===== config.mk =====
export PLATFORM = sky130hd
export DESIGN_NAME = dcache_top
export DESIGN_NICKNAME = d
export VERILOG_FILES = /design/src/dcache_pkg.sv /design/src/dcache_ram.sv /design/src/dcache_lookup.sv /design/src/dcache_access.sv /design/src/dcache_miss_fsm.sv /design/src/dcache_top.sv
export SDC_FILE = /design/constraint.sdc
export NUM_CORES = 2
export LEC_CHECK = 0
export BUFFER_PORTS_ARGS = -buffer_cell sky130_fd_sc_hd__buf_2
export CAP_MARGIN = 20
export CORE_ASPECT_RATIO = 0.75
export CORE_MARGIN = 3
export CORE_UTILIZATION = 55
export DETAILED_ROUTE_END_ITERATION = 8
export GPL_TIMING_DRIVEN = 0
export PLACE_DENSITY = 0.76
export SYNTH_ARGS = -nofsm -noshare
export SYNTH_HDL_FRONTEND = slang
export SYNTH_HIERARCHICAL = 1
export SYNTH_MEMORY_MAX_BITS = 65536
export SYNTH_SLANG_ARGS = --single-unit

===== constraint.sdc =====
create_clock -name clk -period 17.5 [get_ports clk]
set_input_delay 3.5 -clock clk [delete_from_list [all_inputs] [get_ports clk]]
set_output_delay 3.5 -clock clk [all_outputs]
set_load 0.05 [all_outputs]

===== src/dcache_pkg.sv =====
// cache geometry constants
// request, response and bus channel types
// stage-2 control word shared by the top level and the miss FSM
`default_nettype none

package dcache_pkg;

  // 2-way, 16 sets, 16-byte lines
  localparam int WAY_NUM    = 2;
  localparam int WAY_WIDTH  = 1;
  localparam int IDX_WIDTH  = 4;
  localparam int SET_NUM    = 1 << IDX_WIDTH;
  localparam int LINE_BYTES = 16;
  localparam int LINE_WORDS = LINE_BYTES / 4;
  localparam int ADDR_WIDTH = 32;
  localparam int OFS_WIDTH  = 4;
  localparam int TAG_WIDTH  = ADDR_WIDTH - IDX_WIDTH - OFS_WIDTH;

  typedef enum logic {
    MEM_LOAD,
    MEM_STORE
  } mem_op_e;

  // size and sign of an access
  typedef enum logic [2:0] {
    ALIGN_B,
    ALIGN_H,
    ALIGN_W,
    ALIGN_BU,
    ALIGN_HU
  } align_e;

  typedef logic [TAG_WIDTH-1:0] tag_t;
  typedef logic [LINE_BYTES-1:0][7:0] line_t;

  typedef struct packed {
    logic valid;
    logic dirty;
  } meta_t;

  typedef struct packed {
    logic                  valid;
    mem_op_e               mem_op;
    align_e                align;
    logic [ADDR_WIDTH-1:0] vaddr;
    logic [31:0]           wdata;
  } dcache_req_t;

  typedef struct packed {
    logic        valid;
    logic        ale;
    logic [31:0] rdata;
  } dcache_rsp_t;

  // ==============================
  // bus channels
  // ==============================
  typedef struct packed {
    logic                  valid;
    logic [ADDR_WIDTH-1:0] addr;
    logic [1:0]            len;
  } bus_ar_t;

  typedef bus_ar_t bus_aw_t;

  typedef struct packed {
    logic        valid;
    logic [31:0] data;
    logic        last;
  } bus_r_t;

  typedef bus_r_t bus_w_t;

  typedef struct packed {
    logic ar_ready;
    logic aw_ready;
    logic w_ready;
  } bus_ready_t;

  // everything stage 2 knows about its item
  typedef struct packed {
    logic                  valid;
    logic                  miss;
    mem_op_e               mem_op;
    align_e                align;
    logic [ADDR_WIDTH-1:0] vaddr;
    logic [31:0]           wdata;
    logic [WAY_WIDTH-1:0]  hit_way;
    logic [WAY_WIDTH-1:0]  repl_way;
    tag_t                  repl_tag;
    logic                  repl_dirty;
    logic                  ale;
  } s2_ctrl_t;

endpackage

`default_nettype wire


===== src/dcache_ram.sv =====
// simple dual-port memory, registered read, write-first on collision
// word type is a parameter so one block serves data, tag, meta and PLRU
`timescale 1ns/1ps
`default_nettype none

module dcache_ram import dcache_pkg::*; #(
  parameter type word_t = line_t,
  parameter int  DEPTH  = SET_NUM
) (
  input  logic                     clk,
  input  logic                     we_i,
  input  logic [$clog2(DEPTH)-1:0] waddr_i,
  input  word_t                    wdata_i,
  input  logic [$clog2(DEPTH)-1:0] raddr_i,
  output word_t                    rdata_o
);

  // contents start cleared, every line begins invalid
  word_t mem [DEPTH] = '{default: '0};

  always_ff @(posedge clk) begin
    if (we_i) begin
      mem[waddr_i] <= wdata_i;
    end
    // same-cycle write to the read address wins
    if (we_i && waddr_i == raddr_i) begin
      rdata_o <= wdata_i;
    end else begin
      rdata_o <= mem[raddr_i];
    end
  end

endmodule

`default_nettype wire


===== src/dcache_lookup.sv =====
// stage-1 tag compare and way selection
// PLRU victim choice and next PLRU bit
// same-cycle meta forwarding from stage 2
`timescale 1ns/1ps
`default_nettype none

module dcache_lookup import dcache_pkg::*; (
  input  tag_t  [WAY_NUM-1:0] tag_row_i,
  input  meta_t [WAY_NUM-1:0] meta_row_i,
  input  logic                plru_i,
  input  tag_t                ptag_i,
  input  logic                fwd_we_i,
  input  logic                fwd_way_i,
  input  meta_t               fwd_meta_i,
  output logic                hit_o,
  output logic                hit_way_o,
  output logic                repl_way_o,
  output tag_t                repl_tag_o,
  output logic                repl_dirty_o,
  output logic                plru_next_o
);

  meta_t [WAY_NUM-1:0] meta;
  logic  [WAY_NUM-1:0] match;
  logic                used_way;

  // a store hit in stage 2 may be writing this very set right now
  always_comb begin
    meta = meta_row_i;
    if (fwd_we_i) begin
      meta[fwd_way_i] = fwd_meta_i;
    end
  end

  always_comb begin
    hit_way_o = 1'b0;
    for (int i = 0; i < WAY_NUM; i++) begin
      match[i] = meta[i].valid && tag_row_i[i] == ptag_i;
      if (match[i]) begin
        hit_way_o = 1'(i);
      end
    end
  end

  assign hit_o = |match;

  // victim comes straight from the PLRU bit
  assign repl_way_o   = plru_i;
  assign repl_tag_o   = tag_row_i[repl_way_o];
  assign repl_dirty_o = meta[repl_way_o].valid & meta[repl_way_o].dirty;

  // point the PLRU bit away from whichever way gets used
  assign used_way    = hit_o ? hit_way_o : repl_way_o;
  assign plru_next_o = ~used_way;

endmodule

`default_nettype wire


===== src/dcache_access.sv =====
// stage-2 load extraction with sign or zero extension
// store byte merge into a copy of the line
`timescale 1ns/1ps
`default_nettype none

module dcache_access import dcache_pkg::*; (
  input  line_t                line_i,
  input  align_e               align_i,
  input  logic [OFS_WIDTH-1:0] vaddr_i,
  input  logic [31:0]          wdata_i,
  output logic [31:0]          rdata_o,
  output line_t                line_o
);

  logic [1:0]      wsel;
  logic [3:0][7:0] word;
  logic [7:0]      byte_v;
  logic [15:0]     half;
  logic [3:0][7:0] lane;
  logic [3:0]      be;

  assign wsel   = vaddr_i[3:2];
  assign word   = line_i[{wsel, 2'b00} +: 4];
  assign byte_v = word[vaddr_i[1:0]];
  assign half   = vaddr_i[1] ? {word[3], word[2]} : {word[1], word[0]};

  // load path
  always_comb begin
    case (align_i)
      ALIGN_B:  rdata_o = {{24{byte_v[7]}}, byte_v};
      ALIGN_BU: rdata_o = {24'h0, byte_v};
      ALIGN_H:  rdata_o = {{16{half[15]}}, half};
      ALIGN_HU: rdata_o = {16'h0, half};
      ALIGN_W:  rdata_o = word;
      default:  rdata_o = '0;
    endcase
  end

  // store path, data replicated across lanes and picked by byte enable
  always_comb begin
    case (align_i)
      ALIGN_B, ALIGN_BU: begin
        lane = {4{wdata_i[7:0]}};
        be   = 4'b0001 << vaddr_i[1:0];
      end
      ALIGN_H, ALIGN_HU: begin
        lane = {2{wdata_i[15:0]}};
        be   = 4'b0011 << {vaddr_i[1], 1'b0};
      end
      ALIGN_W: begin
        lane = wdata_i;
        be   = 4'b1111;
      end
      default: begin
        lane = wdata_i;
        be   = 4'b0000;
      end
    endcase
    line_o = line_i;
    for (int i = 0; i < 4; i++) begin
      if (be[i]) begin
        line_o[{wsel, 2'(i)}] = lane[i];
      end
    end
  end

endmodule

`default_nettype wire


===== src/dcache_miss_fsm.sv =====
// miss handling FSM
// dirty victim write-back burst, refill burst and refill buffer
`timescale 1ns/1ps
`default_nettype none

module dcache_miss_fsm import dcache_pkg::*; (
  input  logic       clk,
  input  logic       rst_n,
  input  s2_ctrl_t   s2_i,
  input  bus_r_t     bus_r_i,
  input  bus_ready_t bus_ready_i,
  input  line_t      dirty_line_i,
  output bus_ar_t    bus_ar_o,
  output bus_aw_t    bus_aw_o,
  output bus_w_t     bus_w_o,
  output logic       idle_o,
  output logic       refill_we_o,
  output line_t      refill_line_o
);

  typedef enum logic [2:0] {
    IDLE,
    WRITEBACK_ADDR,
    WRITEBACK,
    REFILL_ADDR,
    REFILL,
    RESUME
  } state_e;

  state_e                      state;
  state_e                      state_next;
  logic [1:0]                  beat;
  logic [LINE_WORDS-1:0][31:0] rbuf;
  logic [LINE_WORDS-1:0][31:0] line_words;
  logic [LINE_WORDS-1:0][31:0] victim_words;
  logic                        start;
  logic                        w_fire;
  logic                        r_fire;

  assign start  = s2_i.valid & s2_i.miss & ~s2_i.ale;
  assign w_fire = state == WRITEBACK && bus_ready_i.w_ready;
  // no r_ready, every beat is taken while refilling
  assign r_fire = state == REFILL && bus_r_i.valid;

  // ==============================
  // state transitions
  // ==============================
  always_comb begin
    state_next = state;
    case (state)
      IDLE:           if (start) state_next = s2_i.repl_dirty ? WRITEBACK_ADDR : REFILL_ADDR;
      WRITEBACK_ADDR: if (bus_ready_i.aw_ready) state_next = WRITEBACK;
      WRITEBACK:      if (w_fire && bus_w_o.last) state_next = REFILL_ADDR;
      REFILL_ADDR:    if (bus_ready_i.ar_ready) state_next = REFILL;
      REFILL:         if (r_fire && bus_r_i.last) state_next = RESUME;
      // one cycle for stage 2 to see the refilled line
      RESUME:         state_next = IDLE;
      default:        state_next = IDLE;
    endcase
  end

  always_ff @(posedge clk or negedge rst_n) begin
    if (!rst_n) begin
      state <= IDLE;
      beat  <= '0;
    end else begin
      state <= state_next;
      if (state == IDLE) begin
        beat <= '0;
      end else if (w_fire || r_fire) begin
        beat <= beat + 2'd1;
      end
    end
  end

  always_ff @(posedge clk) begin
    if (r_fire) begin
      rbuf[beat] <= bus_r_i.data;
    end
  end

  // ==============================
  // outputs
  // ==============================
  assign victim_words = dirty_line_i;

  // last beat goes straight into the line, skipping the buffer
  always_comb begin
    line_words       = rbuf;
    line_words[beat] = bus_r_i.data;
  end

  assign refill_line_o = line_words;
  assign refill_we_o   = r_fire & bus_r_i.last;
  assign idle_o        = state == IDLE;

  always_comb begin
    bus_aw_o.valid = state == WRITEBACK_ADDR;
    bus_aw_o.addr  = {s2_i.repl_tag, s2_i.vaddr[OFS_WIDTH +: IDX_WIDTH], {OFS_WIDTH{1'b0}}};
    bus_aw_o.len   = 2'(LINE_WORDS - 1);

    bus_w_o.valid  = state == WRITEBACK;
    bus_w_o.data   = victim_words[beat];
    bus_w_o.last   = beat == 2'(LINE_WORDS - 1);

    bus_ar_o.valid = state == REFILL_ADDR;
    bus_ar_o.addr  = {s2_i.vaddr[ADDR_WIDTH-1:OFS_WIDTH], {OFS_WIDTH{1'b0}}};
    bus_ar_o.len   = 2'(LINE_WORDS - 1);
  end

endmodule

`default_nettype wire


===== src/dcache_top.sv =====
// data cache top level
// stage registers, ready chain, memory arrays and their write control
`timescale 1ns/1ps
`default_nettype none

module dcache_top import dcache_pkg::*; (
  input  logic        clk,
  input  logic        rst_n,
  input  dcache_req_t req_i,
  output logic        req_ready_o,
  output dcache_rsp_t rsp_o,
  output bus_ar_t     bus_ar_o,
  input  bus_r_t      bus_r_i,
  output bus_aw_t     bus_aw_o,
  output bus_w_t      bus_w_o,
  input  bus_ready_t  bus_ready_i
);

  logic                 s0_ale;
  logic                 s1_ready;
  logic                 s2_ready;
  logic                 s2_done;
  logic                 resume_q;
  dcache_req_t          s1_req;
  logic                 s1_ale;
  s2_ctrl_t             s2;
  logic [IDX_WIDTH-1:0] req_idx;
  logic [IDX_WIDTH-1:0] s1_idx;
  logic [IDX_WIDTH-1:0] s2_idx;
  logic [IDX_WIDTH-1:0] tm_raddr;
  logic [IDX_WIDTH-1:0] data_raddr;
  line_t [WAY_NUM-1:0]  data_rdata;
  tag_t  [WAY_NUM-1:0]  tag_rdata;
  meta_t [WAY_NUM-1:0]  meta_rdata;
  logic                 plru_rdata;
  logic                 plru_we;
  logic [WAY_NUM-1:0]   data_we;
  logic [WAY_NUM-1:0]   tag_we;
  meta_t                meta_wdata;
  line_t                line_wdata;
  logic                 s2_store;
  logic                 store_hit;
  logic                 s2_way;
  logic                 wr_way;
  line_t                acc_line;
  line_t                merged_line;
  logic [31:0]          load_data;
  logic                 hit;
  logic                 hit_way;
  logic                 repl_way;
  tag_t                 repl_tag;
  logic                 repl_dirty;
  logic                 plru_next;
  logic                 fsm_idle;
  logic                 refill_we;
  line_t                refill_line;

  assign req_idx = req_i.vaddr[OFS_WIDTH +: IDX_WIDTH];
  assign s1_idx  = s1_req.vaddr[OFS_WIDTH +: IDX_WIDTH];
  assign s2_idx  = s2.vaddr[OFS_WIDTH +: IDX_WIDTH];

  // ==============================
  // stage 0 and ready chain
  // ==============================
  always_comb begin
    case (req_i.align)
      ALIGN_H, ALIGN_HU: s0_ale = req_i.vaddr[0];
      ALIGN_W:           s0_ale = |req_i.vaddr[1:0];
      default:           s0_ale = 1'b0;
    endcase
  end

  // a miss retires in the RESUME cycle, right after its refill write
  assign s2_done     = s2.valid & (s2.ale | (~s2.miss & fsm_idle) | resume_q);
  assign s2_ready    = ~s2.valid | s2_done;
  assign s1_ready    = ~s1_req.valid | s2_ready;
  assign req_ready_o = s1_ready;

  always_ff @(posedge clk or negedge rst_n) begin
    if (!rst_n) begin
      s1_req <= '0;
      s1_ale <= 1'b0;
    end else if (s1_ready) begin
      s1_req <= req_i;
      s1_ale <= s0_ale;
    end
  end

  always_ff @(posedge clk or negedge rst_n) begin
    if (!rst_n) begin
      s2       <= '0;
      resume_q <= 1'b0;
    end else begin
      resume_q <= refill_we;
      if (s2_ready) begin
        s2.valid      <= s1_req.valid;
        s2.miss       <= ~hit;
        s2.mem_op     <= s1_req.mem_op;
        s2.align      <= s1_req.align;
        s2.vaddr      <= s1_req.vaddr;
        s2.wdata      <= s1_req.wdata;
        s2.hit_way    <= hit_way;
        s2.repl_way   <= repl_way;
        s2.repl_tag   <= repl_tag;
        s2.repl_dirty <= repl_dirty;
        s2.ale        <= s1_ale;
      end
    end
  end

  // ==============================
  // memory arrays
  // ==============================
  // tag/meta/plru read in stage 0, data read in stage 1
  assign tm_raddr   = s1_ready ? req_idx : s1_idx;
  assign data_raddr = s2_ready ? s1_idx : s2_idx;

  for (genvar i = 0; i < WAY_NUM; i++) begin : g_way
    dcache_ram #(.word_t(line_t), .DEPTH(SET_NUM)) u_data (
      .clk, .we_i(data_we[i]), .waddr_i(s2_idx), .wdata_i(line_wdata),
      .raddr_i(data_raddr), .rdata_o(data_rdata[i])
    );
    dcache_ram #(.word_t(tag_t), .DEPTH(SET_NUM)) u_tag (
      .clk, .we_i(tag_we[i]), .waddr_i(s2_idx), .wdata_i(s2.vaddr[ADDR_WIDTH-1 -: TAG_WIDTH]),
      .raddr_i(tm_raddr), .rdata_o(tag_rdata[i])
    );
    dcache_ram #(.word_t(meta_t), .DEPTH(SET_NUM)) u_meta (
      .clk, .we_i(data_we[i]), .waddr_i(s2_idx), .wdata_i(meta_wdata),
      .raddr_i(tm_raddr), .rdata_o(meta_rdata[i])
    );
  end

  // updated as each aligned item leaves stage 1
  assign plru_we = s1_req.valid & ~s1_ale & s2_ready;

  dcache_ram #(.word_t(logic), .DEPTH(SET_NUM)) u_plru (
    .clk, .we_i(plru_we), .waddr_i(s1_idx), .wdata_i(plru_next),
    .raddr_i(tm_raddr), .rdata_o(plru_rdata)
  );

  // store hit sets dirty, refill sets valid and dirty on a store
  assign s2_store   = s2.mem_op == MEM_STORE;
  assign store_hit  = s2.valid & ~s2.ale & ~s2.miss & s2_store & fsm_idle;
  assign s2_way     = s2.miss ? s2.repl_way : s2.hit_way;
  assign wr_way     = refill_we ? s2.repl_way : s2.hit_way;
  assign meta_wdata = '{valid: 1'b1, dirty: s2_store};
  assign acc_line   = refill_we ? refill_line : data_rdata[s2_way];
  assign line_wdata = s2_store ? merged_line : acc_line;

  always_comb begin
    for (int i = 0; i < WAY_NUM; i++) begin
      data_we[i] = (store_hit | refill_we) & (wr_way == WAY_WIDTH'(i));
      tag_we[i]  = refill_we & (s2.repl_way == WAY_WIDTH'(i));
    end
  end

  dcache_lookup u_lookup (
    .tag_row_i(tag_rdata), .meta_row_i(meta_rdata), .plru_i(plru_rdata),
    .ptag_i(s1_req.vaddr[ADDR_WIDTH-1 -: TAG_WIDTH]),
    .fwd_we_i((store_hit | refill_we) & (s1_idx == s2_idx)),
    .fwd_way_i(wr_way), .fwd_meta_i(meta_wdata),
    .hit_o(hit), .hit_way_o(hit_way), .repl_way_o(repl_way), .repl_tag_o(repl_tag),
    .repl_dirty_o(repl_dirty), .plru_next_o(plru_next)
  );

  dcache_access u_access (
    .line_i(acc_line), .align_i(s2.align), .vaddr_i(s2.vaddr[OFS_WIDTH-1:0]),
    .wdata_i(s2.wdata), .rdata_o(load_data), .line_o(merged_line)
  );

  dcache_miss_fsm u_miss_fsm (
    .clk, .rst_n, .s2_i(s2), .bus_r_i, .bus_ready_i,
    .dirty_line_i(data_rdata[s2.repl_way]),
    .bus_ar_o, .bus_aw_o, .bus_w_o,
    .idle_o(fsm_idle), .refill_we_o(refill_we), .refill_line_o(refill_line)
  );

  always_comb begin
    rsp_o.valid = s2_done;
    rsp_o.ale   = s2.ale;
    rsp_o.rdata = s2.ale ? '0 : load_data;
  end

endmodule

`default_nettype wire


==> flow_summary.ini <==
[critical_path]
critPathSlowestCell = clkbuf_1
crit_required_ps = 14000
path_depth = 14
cpPeakStageDelay_ps = 870
cpLargestDelayFamily = buffers and inverters
start_kind = input port
worstRegToRegCells = 19
crit_top_cell = clkbuf_1
crit_chain = buf_2 > nand2_1 > nor2_1 > clkbuf_1 > clkbuf_1 > clkbuf_1 > mux2_2 > mux2i_1 > o22a_1 > a2111oi_2 > a31oi_1 > o211ai_1 > nor2b_1 > buf_2
worstPathMaxFanout = 10
path_class = input port to output pin
critPathBufInv = 5
critical_path_arrival_ps = 9750
cp-end-kind = output pin

[global_routing]
grt_pass1_vias = 112641
grt.overflow.total = 0
grt_pass1_wl_mm = 940
grt_use_total_pct = 35.3
grt_max_degree = 95
antenna_found_initial = 117

[synth]
synthMuxAreaShare_pct = 18.8
synth_fa_ha_area_share_pct = 0.0237
yosys-top-cells-area = edfxtp_1, mux4_2, mux2_2, dfrtp_1, a22oi_1
synth_compound_area_share_pct = 3.04
ys_ff_latch = 5274
synth_flop_cell = edfxtp_1
synthXorXnorAreaFrac_pct = 0.224
synth.top_cell.area_share_pct = 72.2
synth_warnings = 6
synthSimpleGateAreaFrac_pct = 1.71
syn_avg_cell_area_um2 = 21.2
seq_area_frac_synth_pct = 74.5
ys_async_sr_fraction_pct = 3.30
synth_edf_count = 5072
synthCells = 9952
yosysTopAreaCell = edfxtp_1
synth_top_family_by_area = multiplexers
synth_cell_types = 86
syn_area_um2 = 211000

[drt]
post_drt_via_cell_ratio = 7.01
wirelength_mm = 696
drt_iter0_drc = 21077
drc_errors = 0
vias = 116802
first_pass_iters = 7
wire_per_inst_um = 41.8
drtAntennaViolNets = 0

[timing]
drv_slew = 0
finalHoldViolations = 0
max-slew-margin-rel_pct = 12.1
clock_skew_ps = 99.7
worstMarginPinSlew_ps = 1320
fin_ws_ps = 4250
fmax_mhz = 75.5
post-route-period-util_pct = 75.7
finalSetupViolCount = 0
rsz0062_at_grt = no
period_minus_slack_ps = 13250
fin_setup_tns_ps = 0

[worst_hold_path]
holdPathStages = 1
hold_path.class = register to register

[cts]
cts_resized = 0
cts_buffer_depth = 4
insertion_delay_ps = 1090
cts_max_level = 5
cts_hold_buf = 0
path_clk_slew_ps = 60
post_cts_buffers = 0
root_buffer = clkbuf_16
cts_made_buffers = 468
clock-sinks = 5274
cts_tree = built

[die]
initial_core_util_pct = 55.4
die-area_um2 = 391000
io_pins = 247
core-area_um2 = 381000
die_y_um = 542
rows = 196
fp.dieW_um = 721

[layout]
multi_input_area_um2 = 50800
n_fill_cell = 24365
final_common_cell = edfxtp_1
final_cell_mix = edfxtp_1, mux4_2, mux2_2
drive_gt1_share_pct = 34.7
regArea_um2 = 157000
fin_nets = 11217
area_delta_synth_final_pct = 14.4

[job]
timing.max_cap.violations = 0

[placement]
pre_cts_ws_ps = 4530
place_congestion = 1.03
portBuffers = 234
dp_hpwl_mm = 491

[run_status]
outcome = completed
through the flow:
step | hold slack [ps] | util [%] | instances | instance area, um2
finish | 466 | 63.3 | 16658 | 241000
global placement | 475 | 57.4 | 15279 | 219000
CTS | 471 | 63.2 | 16556 | 241000
global route | 509 | 63.3 | 16596 | 241000
floorplan | 454 | - | 9996 | 211000
detailed placement | 475 | 59.2 | 15677 | 226000
sequential cells by signal, summed over array words and instances, names as in the netlist, 3 cells and up, named ones only:
| register | count |
|---|---|
| s1_idx | 4 |
| g_way.u_tag/mem | 768 |
| u_plru/mem | 16 |
| s1_req | 65 |
| g_way.u_data/mem | 4096 |
| u_miss_fsm/rbuf | 128 |
| u_miss_fsm/state | 3 |
| s2 | 96 |
| g_way.u_meta/mem | 64 |
cells by family after synthesis:
kind of cell	count (synthesis)
DFF	5274
muxes	2308
AOI/OAI and AO/OA	870
and+or+nand+nor	782
buffers and inverters	657
xor gates and xnor gates	54
adders and majority gates	4
other	3
cell usage after synthesis, drive strengths merged (67+ instances only):
cell type / number
a21oi: 67
a22oi: 553
buf: 393
clkbuf: 251
dfrtp: 174
edfxtp: 5072
mux2: 936
mux2i: 147
mux4: 1225
nand2: 394
nor2: 146
nor2b: 84
o21ai: 84
path summary, 6_finish.rpt:
check	to	slack (ps)	start
max	rsp_o[15]	4250	bus_r_i[33]
min in group asynchronous	s1_req[46]	2510	rst_n
max reg2reg	g_way[0].u_data/mem[12][32]	9830	u_miss_fsm/state[1]
min reg2reg	s2[97]	470	s1_req[68]
min	s2[97]	470	s1_req[68]
max in group asynchronous	s1_req[5]	14080	rst_n
final cells by class:
cell class                 instances  share of cell area [%]
clock inverter                   315                    1.24
inverter                          13                  0.0202
antenna                           95                  0.0985
timing repair buffer             639                    3.27
clock buffer                     564                    5.07
tap                             5049                    2.62
sequential                      5274                    65.2
multi-input combinational       4065                    21.1
buffer                           644                    1.47
per-layer routing:
layer / routed length [um] / up-vias / GRT usage, %
met5: 359 / - / 0.787
met4: 37600 / 36 / 16.5
met3: 111000 / 1583 / 13.9
met2: 302000 / 10133 / 50.0
met1: 245000 / 61094 / 48.5
li1: - / 43956 / -
Power is not shown: default switching activity piles up to over one toggle a cycle in this logic, so the estimate is an artifact.
